File: src/logic/decode_params.svh
// **************************************************
// Widths, register count and PC constants shared by
// the decode stage and its control blocks
// **************************************************
`ifndef DECODE_PARAMS_SVH
`define DECODE_PARAMS_SVH

// Data path and program counter width
`define DATA_W 16

// Register index width and register count
`define REG_ADDR_W 3
`define NUM_REGS 8

// Program counter value after reset
`define RESET_PC 0

// Sequential increment, one 16-bit instruction word
`define PC_STEP 2

`endif

File: src/logic/decode_pkg.sv
// **************************************************
// Shared types for the decode stage, its control
// blocks and the testbench
// **************************************************
`include "decode_params.svh"

package decode_pkg;

   // Instruction group in bits 15..13
   // Only the branch group is decoded in this stage
   typedef enum logic [2:0] {
      OP_SYS    = 3'b000,  // Halt, nop and other system codes
      OP_IMM    = 3'b001,  // ALU with immediate
      OP_MEM    = 3'b010,  // Loads and stores
      OP_BRANCH = 3'b011,  // Conditional branches on Rs
      OP_LBI    = 3'b100,  // Load byte immediate family
      OP_ALU    = 3'b101,  // Register to register ALU
      OP_SHIFT  = 3'b110,  // Shifts and rotates
      OP_JUMP   = 3'b111   // Direct and register jumps
   } opGroup_e;

   // Branch condition in bits 12..11, always tested on Rs
   typedef enum logic [1:0] {
      BEQZ = 2'b00,  // Rs equal to zero
      BNEZ = 2'b01,  // Rs not zero
      BLTZ = 2'b10,  // Rs negative
      BGEZ = 2'b11   // Rs zero or positive
   } branchCond_e;

   // Run/halt control states
   typedef enum logic {
      RUN    = 1'b0,
      HALTED = 1'b1
   } ctrlState_e;

   // Per-instruction control levels from the upstream decoder
   typedef struct packed {
      logic lbi;      // Write the immediate instead of writeback
      logic link;     // Write the return address
      logic writeEn;  // Instruction writes a register
      logic bFlag;    // Force the branch path
      logic jFlag;    // Unconditional jump
      logic halt;     // Halting instruction
   } ctrlFlags_t;

   // Register write request from later stages
   typedef struct packed {
      logic [`REG_ADDR_W-1:0] writeAddr;  // Destination register
      logic [`DATA_W-1:0]     writeback;  // Result from execute or memory
   } regWrite_t;

endpackage

File: src/logic/branchResolve.sv
// **************************************************
// Branch condition check on Rs and PC-select strobe
// **************************************************
`include "decode_params.svh"

module branchResolve (
   input  logic [`DATA_W-1:0]     instr,
   input  logic [`DATA_W-1:0]     rsData,  // Contents of the first source register
   input  decode_pkg::ctrlFlags_t ctrl,
   output logic                   pcSel    // Load the branch target at the next edge
);

   decode_pkg::opGroup_e    opGroup;
   decode_pkg::branchCond_e cond;
   logic                    zeroFlag;
   logic                    signFlag;
   logic                    condTaken;
   logic                    branchFlag;

   // Opcode group and condition fields of the instruction
   assign opGroup = decode_pkg::opGroup_e'(instr[15:13]);
   assign cond    = decode_pkg::branchCond_e'(instr[12:11]);

   // Flags of Rs used by all four conditions
   assign zeroFlag = (rsData == '0);
   assign signFlag = rsData[`DATA_W-1];  // Two's complement sign

   always_comb begin
      condTaken = 1'b0;
      case (cond)
         decode_pkg::BEQZ: condTaken = zeroFlag;   // Rs == 0
         decode_pkg::BNEZ: condTaken = ~zeroFlag;  // Rs != 0
         decode_pkg::BLTZ: condTaken = signFlag;   // Rs < 0
         decode_pkg::BGEZ: condTaken = ~signFlag;  // Rs >= 0
         default:          condTaken = 1'b0;
      endcase
   end

   // Branch group from the opcode, or the path forced by the upstream decoder
   assign branchFlag = (opGroup == decode_pkg::OP_BRANCH) | ctrl.bFlag;

   // A jump skips the condition but still needs the branch path
   // The halting instruction never redirects the PC
   assign pcSel = branchFlag & ~ctrl.halt & (condTaken | ctrl.jFlag);

endmodule

File: src/logic/decodeStage.sv
// **************************************************
// Decode stage with register reads, write-data select
// and branch resolution
// **************************************************
`include "decode_params.svh"

module decodeStage (
   input  logic                   clk,
   input  logic                   rst,
   input  logic [`DATA_W-1:0]     instr,
   input  logic [`DATA_W-1:0]     imm,           // Sign-extended immediate
   input  logic [`DATA_W-1:0]     pc,            // Current fetch PC
   input  decode_pkg::regWrite_t  wr,
   input  decode_pkg::ctrlFlags_t ctrl,
   input  logic                   running,       // Low once halted
   output logic [`DATA_W-1:0]     reg1Data,
   output logic [`DATA_W-1:0]     reg2Data,
   output logic                   pcSel,
   output logic [`DATA_W-1:0]     branchTarget
);

   logic [`REG_ADDR_W-1:0] rs;
   logic [`REG_ADDR_W-1:0] rt;
   logic [`DATA_W-1:0]     pcInstr;
   logic [`DATA_W-1:0]     linkAddr;
   logic [`DATA_W-1:0]     writeData;
   logic                   regWriteEn;

   // Source register fields
   assign rs = instr[10:8];
   assign rt = instr[7:5];

   // PC of the instruction now in decode, one cycle behind the fetch PC
   always_ff @(posedge clk) begin
      if (rst) begin
         pcInstr <= `DATA_W'(`RESET_PC);
      end else begin
         pcInstr <= pc;
      end
   end

   // Return address and branch target share the pcInstr plus step term
   assign linkAddr     = pcInstr + `DATA_W'(`PC_STEP);
   assign branchTarget = linkAddr + imm;

   // Link wins over the immediate, which wins over writeback
   always_comb begin
      if (ctrl.link) begin
         writeData = linkAddr;
      end else if (ctrl.lbi) begin
         writeData = imm;
      end else begin
         writeData = wr.writeback;
      end
   end

   assign regWriteEn = ctrl.writeEn & running;  // No writes after halt

   regFile uRegFile (
      .clk       (clk),
      .rst       (rst),
      .readAddr1 (rs),
      .readAddr2 (rt),
      .writeEn   (regWriteEn),
      .writeAddr (wr.writeAddr),
      .writeData (writeData),
      .readData1 (reg1Data),
      .readData2 (reg2Data)
   );

   // Conditions are always tested on Rs
   branchResolve uBranchResolve (
      .instr  (instr),
      .rsData (reg1Data),
      .ctrl   (ctrl),
      .pcSel  (pcSel)
   );

endmodule

File: src/logic/decodeTop.sv
// **************************************************
// Top level joining halt control, PC counter and
// the decode stage
// **************************************************
`include "decode_params.svh"

module decodeTop (
   input  logic                   clk,
   input  logic                   rst,
   input  logic [`DATA_W-1:0]     instr,
   input  logic [`DATA_W-1:0]     imm,
   input  decode_pkg::regWrite_t  wr,        // Write address and writeback value
   input  decode_pkg::ctrlFlags_t ctrl,      // Sampled every cycle
   output logic [`DATA_W-1:0]     reg1Data,
   output logic [`DATA_W-1:0]     reg2Data,
   output logic                   pcSel,
   output logic [`DATA_W-1:0]     pc,
   output logic                   halted
);

   logic               running;
   logic [`DATA_W-1:0] branchTarget;

   haltControl uHaltControl (
      .clk     (clk),
      .rst     (rst),
      .halt    (ctrl.halt),
      .running (running),
      .halted  (halted)
   );

   pcCounter uPcCounter (
      .clk          (clk),
      .rst          (rst),
      .running      (running),
      .pcSel        (pcSel),
      .branchTarget (branchTarget),
      .pc           (pc)
   );

   decodeStage uDecodeStage (
      .clk          (clk),
      .rst          (rst),
      .instr        (instr),
      .imm          (imm),
      .pc           (pc),
      .wr           (wr),
      .ctrl         (ctrl),
      .running      (running),
      .reg1Data     (reg1Data),
      .reg2Data     (reg2Data),
      .pcSel        (pcSel),
      .branchTarget (branchTarget)
   );

endmodule

File: src/logic/haltControl.sv
// **************************************************
// Run/halt state machine that enables the PC and
// register writes
// **************************************************
module haltControl (
   input  logic clk,
   input  logic rst,
   input  logic halt,     // Halt flag of the instruction in decode
   output logic running,  // Counter and register writes enabled
   output logic halted    // Processor stopped
);

   decode_pkg::ctrlState_e state;
   decode_pkg::ctrlState_e nextState;

   // HALTED has no way out except reset
   always_comb begin
      nextState = state;
      case (state)
         decode_pkg::RUN:    if (halt) nextState = decode_pkg::HALTED;
         decode_pkg::HALTED: nextState = decode_pkg::HALTED;
         default:            nextState = decode_pkg::RUN;
      endcase
   end

   always_ff @(posedge clk) begin
      if (rst) begin
         state <= decode_pkg::RUN;
      end else begin
         state <= nextState;
      end
   end

   // Still running during the halting instruction itself, so its write lands
   assign running = (state == decode_pkg::RUN);
   assign halted  = (state == decode_pkg::HALTED);

endmodule

File: src/logic/pcCounter.sv
// **************************************************
// Program counter that steps or loads the branch
// target and holds while halted
// **************************************************
`include "decode_params.svh"

module pcCounter (
   input  logic               clk,
   input  logic               rst,
   input  logic               running,       // Counter advances only in RUN
   input  logic               pcSel,         // Take the branch target
   input  logic [`DATA_W-1:0] branchTarget,
   output logic [`DATA_W-1:0] pc
);

   logic [`DATA_W-1:0] nextPc;

   // Redirect or fall through to the next word
   always_comb begin
      if (pcSel) begin
         nextPc = branchTarget;
      end else begin
         nextPc = pc + `DATA_W'(`PC_STEP);
      end
   end

   always_ff @(posedge clk) begin
      if (rst) begin
         pc <= `DATA_W'(`RESET_PC);
      end else if (running) begin
         pc <= nextPc;
      end
      // Otherwise pc holds its value
   end

endmodule

File: src/logic/regFile.sv
// **************************************************
// Eight-entry register file with two combinational
// read ports and one synchronous write port
// **************************************************
`include "decode_params.svh"

module regFile (
   input  logic                   clk,
   input  logic                   rst,
   input  logic [`REG_ADDR_W-1:0] readAddr1,  // First source, Rs
   input  logic [`REG_ADDR_W-1:0] readAddr2,  // Second source, Rt
   input  logic                   writeEn,    // Already gated by the run state
   input  logic [`REG_ADDR_W-1:0] writeAddr,
   input  logic [`DATA_W-1:0]     writeData,
   output logic [`DATA_W-1:0]     readData1,
   output logic [`DATA_W-1:0]     readData2
);

   // Register storage
   logic [`DATA_W-1:0] regs [`NUM_REGS];

   // Reset clears every entry
   always_ff @(posedge clk) begin
      if (rst) begin
         for (int i = 0; i < `NUM_REGS; i++) begin
            regs[i] <= '0;
         end
      end else if (writeEn) begin
         regs[writeAddr] <= writeData;  // Seen by reads from the next cycle on
      end
   end

   // No write-to-read bypass
   // A value written at an edge shows up on the ports after that edge
   assign readData1 = regs[readAddr1];
   assign readData2 = regs[readAddr2];

endmodule

File: config.mk
export PLATFORM = sky130hd
export DESIGN_NAME = decodeTop
export DESIGN_NICKNAME = d
export VERILOG_FILES = /design/src/logic/decode_pkg.sv /design/src/logic/branchResolve.sv /design/src/logic/decodeStage.sv /design/src/logic/decodeTop.sv /design/src/logic/haltControl.sv /design/src/logic/pcCounter.sv /design/src/logic/regFile.sv
export VERILOG_INCLUDE_DIRS = /design/src /design/src/logic
export SDC_FILE = /design/constraint.sdc
export NUM_CORES = 1
export LEC_CHECK = 0
export BUFFER_PORTS_ARGS = -buffer_cell sky130_fd_sc_hd__buf_4
export CAP_MARGIN = 30
export CORE_AREA = 4 4 181 183
export CTS_CLUSTER_DIAMETER = 50
export DETAILED_ROUTE_END_ITERATION = 8
export DIE_AREA = 0 0 185 187
export GPL_TIMING_DRIVEN = 0
export HOLD_SLACK_MARGIN = 0.05
export PLACE_DENSITY = 0.48
export SLEW_MARGIN = 10
export SYNTH_ARGS = -nofsm -noshare
export SYNTH_HDL_FRONTEND = slang
export SYNTH_SLANG_ARGS = --single-unit
File: constraint.sdc
create_clock -name clk -period 3.78 [get_ports clk]
set_clock_uncertainty 0.15 [all_clocks]
set_input_delay 0.756 -clock clk [delete_from_list [all_inputs] [get_ports clk]]
set_output_delay 0.756 -clock clk [all_outputs]
set_load 0.03 [all_outputs]
# [Yosys cells after proc, flatten, opt, wreduce, memory -nomap -nowiden]
# Memory sizes are Yosys's and may differ from the RTL's.
# Cells that the tools add are included.
# W data, S select, Z words.
[totals] reg_bits=33 mem_bits_rw=128 inputBits=59 wordCells=37 mem_count=1
[op_classes] n_addsub=3 eq_ne=4 mux=14 bitwise_logic=9 n_reduce_logical=3
[mem_list] name="uDecodeStage.uRegFile.regs" words=8 word_bits=16 read_ports=2 rd_ports_with_merged_regs=0 write_ports=8 line_no="regFile.sv:20" text="logic [`DATA_W-1:0] regs [`NUM_REGS];"
[op_table] cell="$mux W16" count=4
[op_table] cell="$add A16 B2 Y16 const B" count=2
[op_table] cell="$add A16 B16 Y16" count=1
[op_table] cell="$logic_not A16 Y1" count=1
[op_table] cell="$reduce_or A16 Y1" count=1
[op_table] cell="$mux W1" count=7
[op_table] cell="$eq A2 B2 Y1 const B" count=2
[op_table] cell="$not A1 Y1" count=4
[op_table] cell="$pmux W1 S4" count=1
[op_table] cell="$and A1 B1 Y1" count=3
[op_table] cell="$eq A3 B2 Y1 const B" count=1
[op_table] cell="$mux W3" count=1
[op_table] cell="$eq A2 B1 Y1 const B" count=1
[op_table] cell="$logic_not A2 Y1" count=1
[op_table] cell="$or A1 B1 Y1" count=2
[op_table] cell="$pmux W1 S2" count=1

# [Depth between registers and ports, before layout]
# Gate-level depths: netlist of run 1.
[logic_depth] word_depth=7 ltp_mapped=13 depth_no_buf=12

# [Modules after synthesis]
# From an unflattened synthesis of run 1, not the netlist that was laid out.
[hier_totals] hier_cells=802 hier_area_um2=9957.0
[by_module_without_submodules] mod="regFile" n_inst=1 cells_per_inst=430 area_per_inst_um2=6974.2 seq_area_each_um2=3843.7
[by_module_without_submodules] mod="decodeStage" n_inst=1 cells_per_inst=227 area_per_inst_um2=1814.2 seq_area_each_um2=320.3
[by_module_without_submodules] mod="pcCounter" n_inst=1 cells_per_inst=126 area_per_inst_um2=1002.2 seq_area_each_um2=320.3
[by_module_without_submodules] mod="branchResolve" n_inst=1 cells_per_inst=16 area_per_inst_um2=132.6 seq_area_each_um2=0.0
[by_module_without_submodules] mod="haltControl" n_inst=1 cells_per_inst=3 area_per_inst_um2=33.8 seq_area_each_um2=20.0

# [Worst setup path after synthesis of run 1]
# OpenSTA, ideal clock, no wires.
[synth_timing] path_type="input to output" start="input instr[10]" end="output pcSel" arrival_time_ns=3.098 required_time_ns=2.874 path_slack_ns=-0.224 stages=10 path_buffers=3 path_cell_list="buf_2 clkbuf_1 mux4_2 mux2_2 nor4_2 nand4b_1 o31a_1 nand2_4 inv_4 buf_2"
[synth_via] elab_chain_cells=6
[synth_rtl] item="start: declaration" line_no="decodeTop.sv:10" text="input logic [`DATA_W-1:0] instr,"
[synth_rtl] item="$mem_v2 Z8 W16 (*)"
[synth_rtl] item="named net reg1Data[14]" line_no="decodeTop.sv:14" text="output logic [`DATA_W-1:0] reg1Data,"
[synth_rtl] item="$logic_not A16 Y1 (*)" line_no="branchResolve.sv:25" text="assign zeroFlag = (rsData == '0);"
[synth_rtl] item="$not A1 Y1" line_no="branchResolve.sv:32" text="decode_pkg::BNEZ: condTaken = ~zeroFlag;"
[synth_rtl] item="$pmux W1 S4 (*)" line_no="branchResolve.sv:30" text="case (cond)"
[synth_rtl] item="$or A1 B1 Y1 (*)" line_no="branchResolve.sv:44" text="assign pcSel = branchFlag & ~ctrl.halt & (condTaken | ctrl.jFlag);"
[synth_rtl] item="$and A1 B1 Y1 (*)" line_no="branchResolve.sv:44"
[synth_rtl] item="end: declaration" line_no="decodeTop.sv:16" text="output logic pcSel,"
# Mark *: on every way through the listed nets, which the timed path passes. The rest lies on a longest branch.

# [Worst setup path in the final report of run 1]
[layout_timing] start="input instr[9]" end="output pcSel"
[layout_via] elab_chain_cells=6
[layout_rtl] item="$mem_v2 Z8 W16 (*)"
[layout_rtl] item="$logic_not A16 Y1" line_no="branchResolve.sv:25"
[layout_rtl] item="$not A1 Y1" line_no="branchResolve.sv:32"
[layout_rtl] item="$pmux W1 S4 (*)" line_no="branchResolve.sv:30"
[layout_rtl] item="$or A1 B1 Y1 (*)" line_no="branchResolve.sv:44"
[layout_rtl] item="$and A1 B1 Y1 (*)" line_no="branchResolve.sv:44"
# Every way passes the cells marked *; elsewhere a longest branch is shown, timed or not.

==> impl_metrics.yaml, run 1 <==
detailed_routing:
  first_pass_iters: 5
  final_antenna_net_count: 0
  wl_mm: 30.9
  vias: 6961
  drc: 0
  vias_per_cell: 5.22
  drt-initial-drc-count: 594
  wl_per_cell_um: 23.2
worst_hold_path:
  hold_depth: 1
  hp-start: "uPcCounter.pc[0]"
  whs_endpoint: "uDecodeStage.pcInstr[0]"
  min_path_type: "reg -> reg"
clocking:
  htree_num_levels: 4
  cts_tree: "done"
  clock-sinks: 161
  clk_path_buf_depth: 2
  clk_latency_ps: 430
  cts_made_buffers: 17
  hold_buffers: 0
  cts-root-buf: "clkbuf_16"
  clk_pin_slew_worst_paths_ps: 70
timing:
  fin_hold_ws_ps: 334
  fmax_mhz: 251
  relSlewSlack: 0.341
  slew_violations: 0
  worstMarginPinSlew_ps: 987
  final.setup.worst_slack_ps: -209
  rsz0062_at_grt: "true"
  fin_crit_sh: 1.06
  tns_ps: -209
  fin_crit_ps: 3990
  timing.final.setup_violations: 1
  final_hold_viol_count: 0
power:
  power_leakage_nw: 4.37
  cellPowerDensity_nw_per_um2: 408
  peakVddDrop_mv: 0.300
  fin_total_pwr_mw: 4.70
floorplanning:
  io_pins: 109
  dieArea_um2: 34600
  die_h_um: 187
  rows: 65
  initial_core_util: 0.295
  dieWidth_um: 185
  core_um2: 31200
cells_and_area:
  fin_cells: 1333
  final_layout_size_suffix_gt1_frac: 0.286
  final_cell_mix: "nor2_1 (172), edfxtp_1 (128), buf_4 (106)"
  layout_commonest_cell: "nor2_1"
  final_nets: 999
  area_growth_syn_to_layout_pct: 24.9
  diodes: 0
run:
  cap_violations: 0
logic_synthesis:
  ys_ff_latch: 161
  ys_async_sr_fraction: 0
  synth_top_family_by_area: "multiplexers"
  ys_warn_count: 0
  synthSimpleGateAreaFrac: 0.146
  synth_area_leaders: "edfxtp_1 (42%), mux4_2 (15%), dfxtp_1 (7.2%)"
  ys_types: 57
  syn_nets: 862
  yosys.area_share.xor_xnor: 0.0271
  synth_top_cell_by_area: "edfxtp_1"
  yosysSeqAreaShare: 0.489
  syn_area_per_cell_um2: 11.8
  synth_top_cell_area_share: 0.417
  synth.area.mux_share: 0.218
  synth_ff_type: "edfxtp_1"
  syn_inst: 781
  syn_area_um2: 9220
  synth_compound_area_frac: 0.0628
  synth-edff-count: 128
  synth_adder_area_share: 0.0307
global_route:
  gr-total-overflow: 0
  grt_antenna_before_repair: 0
  grt_max_degree: 18
  grt_first_pass_wirelength_mm: 45.7
  grt_pass1_vias: 6897
  grt.total_usage: 0.178
worst_setup_path:
  worstSetupEndpointType: "output port"
  r2r-end: "uPcCounter.pc[14]"
  arrival_ps: 3080
  ff2ff_path_depth: 12
  cpMaxStageDelayCell: "mux4_2"
  crit_required_ps: 2870
  r2r_slack_ps: 270
  path_max_fanout: 6
  critPathMaxStageDelay_ps: 550
  startpoint_type: "input pin"
  worstPathCellList: "buf_12, buf_12, buf_8, mux4_2, o41ai_4, nand4b_1, buf_4, o31a_1, nand2_4, inv_8, buf_6"
  crit_type: "in -> out"
  critPathMostFrequentCell: "buf_12"
  r2r-start: "uDecodeStage.uRegFile.regs[7][13]"
place:
  dp.cells: 1288
  port_buffers: 98
  place.gp.congestion: 0.812
  dp_hpwl_mm: 22.6
run_status:
  status: "finished with violations"
  violations: "negative setup slack"
==> synthesized netlist by cell type, types with 2 or more instances <==
cell type  instances
a2111oi_0          7
a211oi_1           7
a21o_1             5
a21oi_1           36
a311oi_1           2
a31oi_1            8
and3_1            14
and4_1             2
buf_1              4
buf_2              6
buf_6              2
clkbuf_1          32
dfxtp_1           33
edfxtp_1         128
ha_1              21
inv_1             11
mux2_2            26
mux2i_1           26
mux4_1             3
mux4_2            61
nand2_1           50
nand3_1           17
nand3b_1           2
nand4_1            6
nor2_1           172
nor2b_1           15
nor3_1            18
o21ai_0            8
o31a_1             2
o31ai_1            4
or2_2              2
or3_1              2
xnor2_1           21
xor2_1             5
==> stage by stage <==
step	worst slack [ps]	util	cell area (µm²)
CTS	-211	0.367	11500
detailed placement	-1310	0.340	10600
floorplan	10.8	-	9240
finish	-209	0.369	11500
global placement	-1330	0.335	10500
global route	-286	0.369	11500
==> worst max path at each step <==
stage / startpoint / end / slack, ps / cells after the start
finish: instr[9] / pcSel / -210 / 11
CTS: instr[9] / pcSel / -210 / 11
global route: instr[9] / pcSel / -290 / 11
global placement: instr[8] / pcSel / -1330 / 11
detailed placement: instr[8] / pcSel / -1310 / 11
floorplan: instr[9] / pcSel / 10 / 9
==> power by group <==
part | switching (mW) | internal [mW]
Combinational | 0.515 | 0.384
Sequential | 0.0609 | 1.99
Clock | 0.814 | 0.939
==> layer usage <==
metal | global-route usage | routed length [µm] | vias up
met2 | 0.293 | 15200 | 241
met3 | 0.0280 | 1590 | 28
met1 | 0.246 | 13600 | 3476
met4 | 0.0449 | 507 | 0
met5 | 0 | 0 | -
li1 | - | - | 3216
==> state kept, by name, summed over array words and instances, names as in the netlist <==
signal / cells
uDecodeStage.pcInstr: 16
uPcCounter.pc: 16
uHaltControl.halted: 1
uDecodeStage.uRegFile.regs: 128
==> cell type report <==
cell class                      count  area (µm²)
Fill cell                        3079       19700
Multi-Input combinational cell    562        4540
Sequential cell                   161        4500
Timing Repair Buffer              119        1050
Tap cell                          402         503
Clock buffer                       17         425
Buffer                             44         253
Clock inverter                     15         166
Inverter                           13        61.3
==> cells by family after synthesis <==
| kind of cell | after synthesis |
|---|---|
| and+or+nand+nor | 307 |
| AOI/OAI and AO/OA | 90 |
| muxes | 116 |
| DFF | 161 |
| adders and majority gates | 22 |
| buffers and inverters | 58 |
| xor gates and xnor gates | 27 |
==> what timing repair did <==
action,CTS,global route
endpoints found under the setup margin,71,1
hold endpoints to repair,0,0
gates resized for setup,40,2
cloned,1,0
buffers inserted,11,0
pin swaps,7,2
==> worst max-delay path: cells and delay by family <==
kind	cells	cell delay, ps
muxes	1	550
AOI/OAI and AO/OA	2	780
and+or+nand+nor	2	270
buffers and inverters	6	710
Power figures use the tool's default switching activity.
==> inputs of run 2 (changes only) <==
--- a/config.mk
+++ b/config.mk
@@ -8,13 +8,14 @@
 export LEC_CHECK = 0
 export BUFFER_PORTS_ARGS = -buffer_cell sky130_fd_sc_hd__buf_4
 export CAP_MARGIN = 30
-export CORE_AREA = 4 4 181 183
+export CORE_AREA = 4 4 149 151
 export CTS_CLUSTER_DIAMETER = 50
+export CTS_CLUSTER_SIZE = 14
 export DETAILED_ROUTE_END_ITERATION = 8
-export DIE_AREA = 0 0 185 187
+export DIE_AREA = 0 0 153 155
 export GPL_TIMING_DRIVEN = 0
 export HOLD_SLACK_MARGIN = 0.05
-export PLACE_DENSITY = 0.48
+export PLACE_DENSITY = 0.66
 export SLEW_MARGIN = 10
 export SYNTH_ARGS = -nofsm -noshare
 export SYNTH_HDL_FRONTEND = slang
==> run 2 against run 1 <==
Compared with the run above:
- the flow still finishes with violations (negative setup slack)
- non-clock buffer count down 4
- critical path depth unchanged
- count of clock-buffer cells in the layout is the same
- die area decreased by 31%
- worst setup slack got worse by 60 ps
- power up 0.15%
- via count up 1.1%
- highest routed layer unchanged
==> impl_metrics.yaml, run 2 (same netlist as run 1, synthesis figures left out) <==
timing:
  final.setup.worst_slack_ps: -270
  fin_crit_ps: 4050
  fin_hold_ws_ps: 357
  slew_violations: 0
  fin_crit_sh: 1.07
  fmax_mhz: 247
  worstMarginPinSlew_ps: 973
  relSlewSlack: 0.351
  timing.final.setup_violations: 1
  rsz0062_at_grt: "true"
  final_hold_viol_count: 0
cells_and_area:
  fin_cells: 1202
  finish.utilization: 0.542
  layout_commonest_cell: "nor2_1"
  top_register: "uDecodeStage.uRegFile.regs"
  final_layout_size_suffix_gt1_frac: 0.285
  fill_cells: 1837
  top_regs: "uDecodeStage.uRegFile.regs (128), uDecodeStage.pcInstr (16), uPcCounter.pc (16)"
  postLayoutCellArea_um2: 11300
  final_nets: 995
  area_growth_syn_to_layout_pct: 22.4
  diodes: 0
  largest_reg_flops: 128
  final_cell_mix: "nor2_1 (172), edfxtp_1 (128), buf_4 (105)"
floorplanning:
  initial_core_util: 0.443
  dieWidth_um: 153
  core_um2: 20800
  io_pins: 109
  die_h_um: 155
  dieArea_um2: 23700
  rows: 53
place:
  postPlaceCellArea_um2: 10400
  dp_hpwl_mm: 19.8
  place.gp.congestion: 0.892
  place_ws_ps: -1200
  dp.cells: 1158
  port_buffers: 98
worst_setup_path:
  worstSetupEndpointType: "output port"
  cpMaxStageDelayCell: "mux4_2"
  crit_start: "instr[9]"
  crit_end: "pcSel"
  arrival_ps: 3140
  r2r_slack_ps: 250
  worstPathCellList: "buf_12, buf_12, mux4_2, mux2_4, nor4_4, nand4b_1, buf_4, o31a_1, nand2_4, inv_8, buf_6"
  startpoint_type: "input pin"
  r2r-start: "uDecodeStage.uRegFile.regs[5][9]"
  critPathMostFrequentCell: "buf_12"
  r2r-end: "uPcCounter.pc[14]"
  ff2ff_path_depth: 12
  path_max_fanout: 8
  crit_type: "in -> out"
  critPathMaxStageDelay_ps: 490
  crit_required_ps: 2870
clocking:
  clk_latency_ps: 430
  cts_tree: "done"
  cts-root-buf: "clkbuf_16"
  cts_made_buffers: 17
  clk_pin_slew_worst_paths_ps: 60
  htree_num_levels: 4
  clock-sinks: 161
  clk_path_buf_depth: 2
detailed_routing:
  first_pass_iters: 6
  vias: 7038
  drc: 0
  wl_mm: 28.1
  wl_per_cell_um: 23.3
  drt-initial-drc-count: 669
  final_antenna_net_count: 0
  vias_per_cell: 5.86
worst_hold_path:
  min_path_type: "reg -> reg"
global_route:
  grt_first_pass_wirelength_mm: 41.9
  grt_max_degree: 17
  grt.total_usage: 0.237
  grt_pass1_vias: 7114
  gr-total-overflow: 0
  grt_antenna_before_repair: 0
power:
  power_leakage_nw: 4.33
  cellPowerDensity_nw_per_um2: 417
  peakVddDrop_mv: 0.342
run:
  cap_violations: 0
run_status:
  status: "finished with violations"
  violations: "negative setup slack"
[run 2: critical path, delay by kind of cell]
| family | cells | cell delay (ps) |
|---|---|---|
| buffers and inverters | 5 | 580 |
| multiplexers | 2 | 790 |
| AND/OR/NAND/NOR | 3 | 620 |
| AO/OA/AOI/OAI | 1 | 360 |
[run 2: metal layers]
metal | part of all wire | track usage | wire [µm]
met5 | 0 | 0 | 0
met4 | 0.022 | 0.0670 | 630
met3 | 0.085 | 0.0517 | 2370
met2 | 0.50 | 0.407 | 13900
met1 | 0.40 | 0.304 | 11100
[run 2: repair_timing]
| action | in CTS | in global routing |
|---|---|---|
| endpoints found under the setup margin | 80 | 13 |
| gates resized for setup | 36 | 7 |
| pin swaps | 4 | 1 |
| hold buffers | 0 | 0 |
| buffers inserted | 7 | 1 |
| gates cloned | 1 | 0 |
[run 2: power breakdown]
| group | switching, mW | internal, mW |
|---|---|---|
| logic | 0.504 | 0.376 |
| registers | 0.0601 | 1.99 |
| clock network | 0.733 | 1.05 |
| total | 1.30 | 3.41 |
[run 2: worst min path at each step]
stage	cells after the start	end	slack, ps	startpoint
2_1_floorplan	3	uPcCounter.pc[0]	420	uDecodeStage.pcInstr[0]
3_3_place_gp	1	uDecodeStage.pcInstr[0]	350	uPcCounter.pc[0]
3_5_place_dp	1	uDecodeStage.pcInstr[0]	350	uPcCounter.pc[0]
4_1_cts	1	uDecodeStage.pcInstr[0]	360	uPcCounter.pc[0]
5_1_grt	1	uDecodeStage.pcInstr[0]	370	uPcCounter.pc[0]
6_report	1	uDecodeStage.pcInstr[0]	360	uPcCounter.pc[0]
[run 2: final cells by class]
| type | instances | area, µm² | share of cell area |
|---|---|---|---|
| buffer | 44 | 250 | 0.0222 |
| clock buffer | 17 | 425 | 0.0377 |
| clock inverter | 15 | 180 | 0.0160 |
| inverter | 13 | 57.6 | 0.00510 |
| multi-input combinational | 562 | 4550 | 0.403 |
| sequential | 161 | 4500 | 0.399 |
| tap | 275 | 344 | 0.0305 |
| timing repair buffer | 115 | 975 | 0.0864 |
[run 2: per-stage QoR]
stage,setup TNS (ps),power (mW)
2_1_floorplan,0,2.60
3_3_place_gp,-31250,2.89
3_5_place_dp,-30520,2.91
4_1_cts,-264,4.70
5_1_grt,-316,4.86
6_report,-270,4.71
